$ cat config.mk
export PLATFORM = sky130hd
export DESIGN_NAME = acc_core
export DESIGN_NICKNAME = d
export VERILOG_FILES = /design/src/design/acc_pkg.sv /design/src/design/op1_unit.sv /design/src/design/mq_unit.sv /design/src/design/eae_muldiv.sv /design/src/design/acc_datapath.sv /design/src/design/acc_core.sv
export SDC_FILE = /design/constraint.sdc
export NUM_CORES = 1
export LEC_CHECK = 0
export CORE_MARGIN = 2
export CORE_UTILIZATION = 50
export DETAILED_ROUTE_END_ITERATION = 12
export DONT_BUFFER_PORTS = 1
export SYNTH_ARGS = -nofsm -noshare
export SYNTH_HDL_FRONTEND = slang
export SYNTH_HIERARCHICAL = 1
export SYNTH_SLANG_ARGS = --single-unit
$ cat constraint.sdc
create_clock -name clk -period 4.45 [get_ports clk]
set_input_delay 0 -clock clk [delete_from_list [all_inputs] [get_ports clk]]
set_output_delay 0 -clock clk [all_outputs]
set_load 0.01 [all_outputs]
$ cat src/design/acc_pkg.sv
// package with word, state, instruction union, decode enums and opcode constants
package acc_pkg;

    typedef logic [11:0] word_t;           // bit 11 is machine bit 0

    typedef struct packed {
        logic  link;
        word_t ac;
        word_t mq;
    } acc_state_s;

    // memory-reference view
    typedef struct packed {
        logic [2:0] opcode;
        logic       ind;
        logic       page;
        logic [6:0] offset;
    } mem_ref_s;

    // operate group 1 view
    typedef struct packed {
        logic [2:0] opcode;
        logic       grp;                   // 0 for group 1
        logic       cla;
        logic       cll;
        logic       cma;
        logic       cml;
        logic       rar;
        logic       ral;
        logic       rt;                    // twice or byte swap
        logic       iac;
    } op1_s;

    // operate group 3 view
    typedef struct packed {
        logic [2:0] opcode;
        logic       grp;                   // 1 for groups 2 and 3
        logic       cla;
        logic       mqa;
        logic       sca;
        logic       mql;
        logic [2:0] eae;                   // extended arithmetic code
        logic       one;                   // 1 selects group 3
    } op3_s;

    typedef union packed {
        mem_ref_s mem;
        op1_s     op1;
        op3_s     op3;
    } instr_u;

    typedef enum logic [1:0] {CLS_MEMREF, CLS_OP1, CLS_OP3, CLS_OTHER} instr_class_e;
    typedef enum logic [1:0] {EAE_NONE, EAE_MUL, EAE_DIV} eae_op_e;
    typedef enum logic [1:0] {PH_CLEAR_COMP, PH_INCR, PH_ROTATE} op1_phase_e;

    localparam logic [2:0] OPC_AND = 3'o0;
    localparam logic [2:0] OPC_TAD = 3'o1;
    localparam logic [2:0] OPC_DCA = 3'o3;
    localparam logic [2:0] OPC_OPR = 3'o7;

    localparam logic [2:0] EAE_CODE_MUL = 3'o2;   // 7405
    localparam logic [2:0] EAE_CODE_DIV = 3'o3;   // 7407

endpackage

$ cat src/design/op1_unit.sv
// group 1 operate logic: clear and complement, increment, rotate and byte swap
module op1_unit
    import acc_pkg::*;
(
    input  op1_s       instr,
    input  op1_phase_e phase,
    input  acc_state_s cur,
    output acc_state_s next
);

    logic [12:0] lac;                      // link:ac as one 13-bit word
    logic [12:0] ror1;
    logic [12:0] ror2;
    logic [12:0] rol1;
    logic [12:0] rol2;

    assign lac  = {cur.link, cur.ac};
    assign ror1 = {lac[0], lac[12:1]};
    assign ror2 = {lac[1:0], lac[12:2]};
    assign rol1 = {lac[11:0], lac[12]};
    assign rol2 = {lac[10:0], lac[12:11]};

    always_comb
    begin
        next = cur;                        // mq passes through in every phase
        case (phase)
            PH_CLEAR_COMP:
            begin
                if (instr.cla)
                    next.ac = '0;
                if (instr.cll)
                    next.link = 1'b0;
                if (instr.cma)
                    next.ac = ~next.ac;    // after the clear
                if (instr.cml)
                    next.link = ~next.link;
            end
            PH_INCR:
            begin
                if (instr.iac)
                    {next.link, next.ac} = lac + 13'd1;  // carry toggles link
            end
            PH_ROTATE:
            begin
                case ({instr.rar, instr.ral, instr.rt})
                    3'b100: {next.link, next.ac} = ror1;  // rar
                    3'b101: {next.link, next.ac} = ror2;  // rtr
                    3'b010: {next.link, next.ac} = rol1;  // ral
                    3'b011: {next.link, next.ac} = rol2;  // rtl
                    3'b001: next.ac = {cur.ac[5:0], cur.ac[11:6]};  // bsw
                    default: next = cur;   // rar with ral is a no-op
                endcase
            end
            default: next = cur;
        endcase
    end

endmodule

$ cat src/design/mq_unit.sv
// group 3 MQ micro-operations: MQL, MQA, SWP, CAM, ACL and CLA SWP
module mq_unit
    import acc_pkg::*;
(
    input  op3_s       instr,
    input  acc_state_s cur,
    output acc_state_s next
);

    word_t a;                              // ac after cla
    word_t m;                              // old mq

    assign a = instr.cla ? '0 : cur.ac;
    assign m = cur.mq;

    always_comb
    begin
        next = cur;                        // link untouched
        case ({instr.mqa, instr.mql})
            2'b11:                         // swp, cla swp
            begin
                next.ac = m;
                next.mq = a;
            end
            2'b10:                         // mqa, acl
            begin
                next.ac = a | m;
            end
            2'b01:                         // mql, cam
            begin
                next.mq = a;
                next.ac = '0;
            end
            default:
            begin
                next.ac = a;               // plain cla or nop
            end
        endcase
    end

endmodule

$ cat src/design/eae_muldiv.sv
// extended arithmetic multiply and divide sequencer with step counter
module eae_muldiv
    import acc_pkg::*;
(
    input  logic       clk,
    input  logic       rst_n,
    input  logic       go,
    input  eae_op_e    op,
    input  word_t      operand,
    input  acc_state_s cur,
    output acc_state_s next,
    output logic       last
);

    typedef enum logic [1:0] {ST_IDLE, ST_SETUP, ST_STEP} eae_fsm_e;

    eae_fsm_e    fsm_q;
    logic [3:0]  cnt_q;                    // steps left after the current one
    logic        ovf_q;
    word_t       opnd_q;                   // multiplicand or divisor
    logic        ovf;
    logic        div_ovf;
    logic [12:0] mul_sum;
    logic [13:0] div_diff;

    assign ovf      = (cur.ac >= opnd_q);
    assign div_ovf  = (op == EAE_DIV) && ovf;
    assign mul_sum  = {1'b0, cur.ac} + (cur.mq[0] ? {1'b0, opnd_q} : 13'd0);
    assign div_diff = {1'b0, cur.ac, cur.mq[11]} - {2'b00, opnd_q};
    assign last     = (fsm_q == ST_STEP) && (cnt_q == 4'd0);

    always_ff @(posedge clk or negedge rst_n)
    begin
        if (!rst_n)
        begin
            fsm_q <= ST_IDLE;
            cnt_q <= 4'd0;
            ovf_q <= 1'b0;
        end
        else
        begin
            case (fsm_q)
                ST_IDLE:
                begin
                    if (go)
                        fsm_q <= ST_SETUP;
                end
                ST_SETUP:
                begin
                    fsm_q <= ST_STEP;
                    ovf_q <= div_ovf;
                    cnt_q <= div_ovf ? 4'd0 : 4'd11;  // one step on overflow
                end
                ST_STEP:
                begin
                    if (cnt_q == 4'd0)
                        fsm_q <= ST_IDLE;
                    else
                        cnt_q <= cnt_q - 4'd1;
                end
                default: fsm_q <= ST_IDLE;
            endcase
        end
    end

    // tracks the operand while idle so the start-cycle value is held
    always_ff @(posedge clk)
    begin
        if (fsm_q == ST_IDLE && !go)
            opnd_q <= operand;
    end

    always_comb
    begin
        next = cur;
        case (fsm_q)
            ST_SETUP:
            begin
                next.link = div_ovf;       // mul always clears the link
            end
            ST_STEP:
            begin
                if (op == EAE_MUL)
                begin
                    next.ac = mul_sum[12:1];
                    next.mq = {mul_sum[0], cur.mq[11:1]};
                end
                else if (ovf_q)
                begin
                    next.mq = {cur.mq[10:0], 1'b1};
                end
                else if (!div_diff[13])    // subtract fits, quotient bit 1
                begin
                    next.ac = div_diff[11:0];
                    next.mq = {cur.mq[10:0], 1'b1};
                end
                else
                begin
                    next.ac = {cur.ac[10:0], cur.mq[11]};
                    next.mq = {cur.mq[10:0], 1'b0};
                end
            end
            default: next = cur;
        endcase
    end

endmodule

$ cat src/design/acc_datapath.sv
// accumulator registers, class decode, phase sequencing, memory reference ops, write select
module acc_datapath
    import acc_pkg::*;
(
    input  logic         clk,
    input  logic         rst_n,
    input  logic         start,
    input  instr_u       instr,
    input  word_t        operand,
    input  acc_state_s   op1_next,
    input  acc_state_s   mq_next,
    input  acc_state_s   eae_next,
    input  logic         eae_last,
    output acc_state_s   cur,
    output op1_phase_e   op1_phase,
    output logic         eae_go,
    output eae_op_e      eae_op,
    output logic         busy,
    output logic         done
);

    instr_u       instr_q;
    word_t        opnd_q;
    instr_class_e cls_q;
    instr_class_e cls_d;
    acc_state_s   state_q;
    acc_state_s   state_d;
    acc_state_s   mem_next;
    logic [12:0]  tad_sum;
    logic [1:0]   ph_q;
    logic         busy_q;
    logic         done_q;
    logic         accept;
    logic         exec;
    logic         fin;
    logic         eae_phase;

    assign accept    = start && !busy_q;
    assign exec      = busy_q && !done_q;  // done cycle does no work
    assign eae_phase = (cls_q == CLS_OP3) && (ph_q != 2'd0);

    always_comb
    begin
        if (instr.mem.opcode == OPC_OPR)
        begin
            if (!instr.op1.grp)
                cls_d = CLS_OP1;
            else if (instr.op3.one)
                cls_d = CLS_OP3;
            else
                cls_d = CLS_OTHER;         // group 2
        end
        else if (instr.mem.opcode == OPC_AND || instr.mem.opcode == OPC_TAD ||
                 instr.mem.opcode == OPC_DCA)
            cls_d = CLS_MEMREF;
        else
            cls_d = CLS_OTHER;
    end

    always_comb
    begin
        eae_op = EAE_NONE;
        if (cls_q == CLS_OP3)
        begin
            if (instr_q.op3.eae == EAE_CODE_MUL)
                eae_op = EAE_MUL;
            else if (instr_q.op3.eae == EAE_CODE_DIV)
                eae_op = EAE_DIV;
        end
    end

    assign tad_sum = {state_q.link, state_q.ac} + {1'b0, opnd_q};

    always_comb
    begin
        mem_next = state_q;
        case (instr_q.mem.opcode)
            OPC_AND: mem_next.ac = state_q.ac & opnd_q;
            OPC_TAD: {mem_next.link, mem_next.ac} = tad_sum;
            OPC_DCA: mem_next.ac = '0;    // the store itself is outside
            default: mem_next = state_q;
        endcase
    end

    always_comb
    begin
        fin = 1'b0;
        if (exec)
        begin
            case (cls_q)
                CLS_OP1: fin = (ph_q == 2'd2);
                CLS_OP3: fin = eae_phase ? eae_last : (eae_op == EAE_NONE);
                default: fin = 1'b1;
            endcase
        end
    end

    always_comb
    begin
        state_d = state_q;
        if (exec)
        begin
            case (cls_q)
                CLS_MEMREF: state_d = mem_next;
                CLS_OP1:    state_d = op1_next;
                CLS_OP3:    state_d = eae_phase ? eae_next : mq_next;
                default:    state_d = state_q;
            endcase
        end
    end

    always_ff @(posedge clk or negedge rst_n)
    begin
        if (!rst_n)
        begin
            state_q <= '0;
            cls_q   <= CLS_OTHER;
            ph_q    <= 2'd0;
            busy_q  <= 1'b0;
            done_q  <= 1'b0;
        end
        else
        begin
            state_q <= state_d;
            done_q  <= fin;
            if (accept)
            begin
                busy_q <= 1'b1;
                cls_q  <= cls_d;
                ph_q   <= 2'd0;
            end
            else if (done_q)
                busy_q <= 1'b0;
            else if (exec && !fin && !eae_phase)
                ph_q <= ph_q + 2'd1;       // holds at 1 while the EAE steps
        end
    end

    always_ff @(posedge clk)
    begin
        if (accept)
        begin
            instr_q <= instr;
            opnd_q  <= operand;
        end
    end

    assign cur       = state_q;
    assign op1_phase = op1_phase_e'(ph_q);
    assign eae_go    = exec && (cls_q == CLS_OP3) && !eae_phase && (eae_op != EAE_NONE);
    assign busy      = busy_q;
    assign done      = done_q;

endmodule

$ cat src/design/acc_core.sv
// accumulator section top level: datapath with group 1, MQ and EAE units
module acc_core
    import acc_pkg::*;
(
    input  logic       clk,
    input  logic       rst_n,
    input  logic       start,
    input  instr_u     instr,
    input  word_t      operand,
    output acc_state_s state,
    output logic       busy,
    output logic       done
);

    acc_state_s cur;
    acc_state_s op1_next;
    acc_state_s mq_next;
    acc_state_s eae_next;
    op1_phase_e op1_phase;
    eae_op_e    eae_op;
    logic       eae_go;
    logic       eae_last;

    acc_datapath u_datapath (
        .clk       (clk),
        .rst_n     (rst_n),
        .start     (start),
        .instr     (instr),
        .operand   (operand),
        .op1_next  (op1_next),
        .mq_next   (mq_next),
        .eae_next  (eae_next),
        .eae_last  (eae_last),
        .cur       (cur),
        .op1_phase (op1_phase),
        .eae_go    (eae_go),
        .eae_op    (eae_op),
        .busy      (busy),
        .done      (done)
    );

    op1_unit u_op1 (
        .instr (instr.op1),
        .phase (op1_phase),
        .cur   (cur),
        .next  (op1_next)
    );

    mq_unit u_mq (
        .instr (instr.op3),
        .cur   (cur),
        .next  (mq_next)
    );

    eae_muldiv u_eae (
        .clk     (clk),
        .rst_n   (rst_n),
        .go      (eae_go),
        .op      (eae_op),
        .operand (operand),
        .cur     (cur),
        .next    (eae_next),
        .last    (eae_last)
    );

    assign state = cur;

endmodule

==> impl_metrics.json <==
{
  "critPathBufInv": 2,
  "finalNonFillerCells": 1192,
  "finalWeightedCongestion": 0.951,
  "nets": 1062,
  "cts.path.max_buffers": 2,
  "ys_ff_latch": 68,
  "whs_path_depth": 3,
  "fin_util_pct": 55.5,
  "rows": 45,
  "power_frac_comb_pct": 66.7,
  "power.leakage_uw": 0.00338,
  "postRouteAntennaNets": 0,
  "antenna_found_initial": 0,
  "required_ps": 4670,
  "crit_path_end_kind": "flop",
  "hp-start": "instr[10]",
  "ys.flop_type": "dfrtp_1",
  "die_x_um": 130,
  "p_switching_uw": 3090,
  "port_buffers": 0,
  "synth_cells": 997,
  "finalHoldViolations": 0,
  "synth_warnings": 6,
  "clockPowerShare_pct": 12.9,
  "min_period_over_period_pct": 86.0,
  "reg2reg_depth": 16,
  "grt_pass1_vias": 7165,
  "detailedRoute.firstPassIterationCount": 5,
  "core_area_mm2": 0.0153,
  "grt_overflow": 0,
  "drv_slew": 0,
  "r2r_start": "u_datapath/cur[11]",
  "synth_area_mm2": 0.00790,
  "path_class": "reg -> reg",
  "synth_nets": 1083,
  "wirelength_um": 25600,
  "swShare_pct": 51.6,
  "first_iter_violations": 737,
  "timing.rr.end": "u_datapath/cur[22]",
  "holdWs_ps": 41.3,
  "critical_path.max_stage_delay_ps": 460,
  "start_util_pct": 51.6,
  "drive_gt1_share_pct": 9.38,
  "dp.cells": 1153,
  "die_h_um": 130,
  "cts_root_buf": "clkbuf_16",
  "yosys.cell_types.count": 84,
  "crit_slowest_cell": "dfrtp_1",
  "cap_violations": 0,
  "arrival_ps": 4050,
  "n_antenna_cell": 0,
  "ys_seq_area_share_pct": 23.5,
  "post-cts-setup-buffers": 0,
  "track_usage_pct": 30.8,
  "ir_worst_vdd_v": 0.000377,
  "dp_hpwl_um": 18700,
  "async_flop_share_pct": 55.9,
  "path_clk_slew_ps": 60,
  "cts_max_level": 3,
  "synth_edf_count": 30,
  "die_area_mm2": 0.0168,
  "cts_buffers": 9,
  "fmax_mhz": 261,
  "drcViolationCount": 0,
  "power.density_mw_per_mm2": 705,
  "cp_max_fo": 2,
  "internal-power_uw": 2900,
  "io_pins": 54,
  "rrSetupSlack_ps": 620,
  "syn_to_final_growth_pct": 7.55,
  "worst_pin_slew_ps": 933,
  "routedWlPerCell_um": 21.5,
  "rsz0062_at_grt": "no",
  "period_minus_slack_ps": 3830,
  "tns_ps": 0,
  "syn-mean-instance-area_um2": 7.92,
  "slew_headroom_pct": 37.7,
  "finalSetupViolations": 0,
  "cts_tree": "built",
  "finClkSkew_ps": 10.8,
  "cp_cell_sequence": "inv_1, ha_1, inv_1, fa_1, a21oi_1, o21ai_0, nand2b_1, a311oi_1, xnor2_1, a221oi_2, nand2_1, mux2_1, a22oi_1, nor2_1, a311oi_1, o21ai_1",
  "whs_endpoint": "u_datapath/cls_q[1]",
  "outcome": "finished, final reports clean",
  "crit_family": "compound AO/OA/AOI/OAI gates",
  "hold_path.class": "in -> reg",
  "startpoint_type": "flop",
  "clkLatencyLatePin_ps": 340,
  "vias": 7605,
  "cts.sinks": 68,
  "pwr-share-seq_pct": 20.4,
  "via_per_inst": 6.38,
  "grt_max_degree": 42,
  "grt_pass1_wl_um": 39800
}
[synthesized netlist by cell type (24+ instances only)]
cell type | number | share of area (%)
a21oi_1 | 60 | 3.8
xnor2_1 | 24 | 2.7
a211oi_1 | 29 | 2.8
nand2_1 | 129 | 6.1
mux2i_1 | 25 | 3.2
buf_2 | 29 | 1.8
ha_1 | 56 | 8.9
nor2_1 | 60 | 2.9
edfxtp_1 | 30 | 11
dfrtp_1 | 36 | 11
clkbuf_1 | 28 | 1.3
nand2b_1 | 43 | 3.4
inv_1 | 43 | 2.0
o21ai_0 | 60 | 3.8
[worst min-delay path, stage by stage]
cell and delay, ps:
nor2b_1 150, a211oi_1 70, a21oi_1 120
[metrics by stage]
step                      worst slack (ps)  cell area, µm²  total power [µW]
final                                  622            8500              5990
after global routing                   411            8500              6420
after CTS                              713            8500              5930
after detailed placement               738            7930              5100
after global placement                 740            7930              5030
after floorplan                       1100            7900              4070
[power by group through the flow]
stage	combinational [µW]	sequential (µW)	clock, µW
6_report	3990	1220	772
5_1_grt	4340	1260	813
4_1_cts	3920	1220	788
3_5_place_dp	3860	1230	0
3_3_place_gp	3810	1220	0
2_1_floorplan	2860	1210	0
[layer usage]
layer  GRT usage, %  vias to the layer above  part of all wire [%]
met5              0                        -                     0
met4           9.42                        0                   2.8
met2           51.8                      305                    47
li1               -                     3585                     -
met3           4.22                       55                   6.2
met1           41.4                     3660                    44
[area by class of cell]
class                      count  area (µm²)
clock buffer                  10         250
fill                        1466        6820
multi-input combinational    803        5450
sequential                    68        1850
clock inverter                 6        68.8
inverter                      46         173
timing repair buffer          48         435
tap                          211         264
[flip-flops by register name, indices dropped and copies added, names as in the netlist, 2 cells and up]
name / cells
u_eae/fsm_q: 2
u_eae/opnd_q: 12
u_datapath/cur: 25
u_datapath/opnd_q: 12
u_datapath/op1_phase: 2
u_eae/cnt_q: 4
u_datapath/instr_q: 6
u_datapath/cls_q: 2
[layout by cell type (no fill, tap or decap), drive strengths merged, types with 4 or more instances in the layout]
master,instances
nand2,130
o21ai,80
a21oi,65
nor2,61
ha,56
inv,48
nand2b,43
dfrtp,36
edfxtp,30
a211oi,30
mux2,27
buf,26
mux2i,25
xnor2,24
dlygate4sd3,22
a31oi,21
a22oi,21
nor2b,18
o22ai,18
nand3,18
and2,15
nor3,13
xor2,12
clkbuf,10
a21boi,10
and3,10
a21o,9
a221oi,9
a311oi,8
nor3b,6
a2111oi,6
o21a,5
o221ai,5
a221o,4
o31ai,4
[what timing repair did]
| item | 4_1_cts | 5_1_grt |
|---|---|---|
| setup endpoints to repair | 0 | 0 |
| hold buffers | 23 | 0 |
| resized for setup | 0 | 0 |
| endpoints found under the hold margin | 71 | 0 |
[worst max path at each step]
| stage | startpoint | to | depth (start not counted) |
|---|---|---|---|
| after floorplan | u_datapath/cur[0] | u_datapath/cur[21] | 14 |
| after global placement | u_datapath/cur[11] | u_datapath/cur[22] | 16 |
| after detailed placement | u_datapath/cur[12] | u_datapath/cur[19] | 15 |
| after CTS | u_datapath/cur[11] | u_datapath/cur[22] | 16 |
| after global routing | u_datapath/cur[11] | u_datapath/cur[22] | 16 |
| final | u_datapath/cur[11] | u_datapath/cur[22] | 16 |
[cell families (layout without fill, tap and decap cells)]
logic type / count (synthesis) / in the layout / synth area share (%)
AO/OA/AOI/OAI: 319 / 319 / 26.7
XOR/XNOR: 36 / 36 / 3.99
adder cells (fa/ha/maj): 59 / 59 / 9.63
buffers and inverters: 126 / 110 / 7.59
flip-flops: 68 / 68 / 23.5
multiplexers: 54 / 54 / 7.63
AND/OR/NAND/NOR: 335 / 335 / 21.0
No activity file was read; power rests on OpenSTA's default activity.
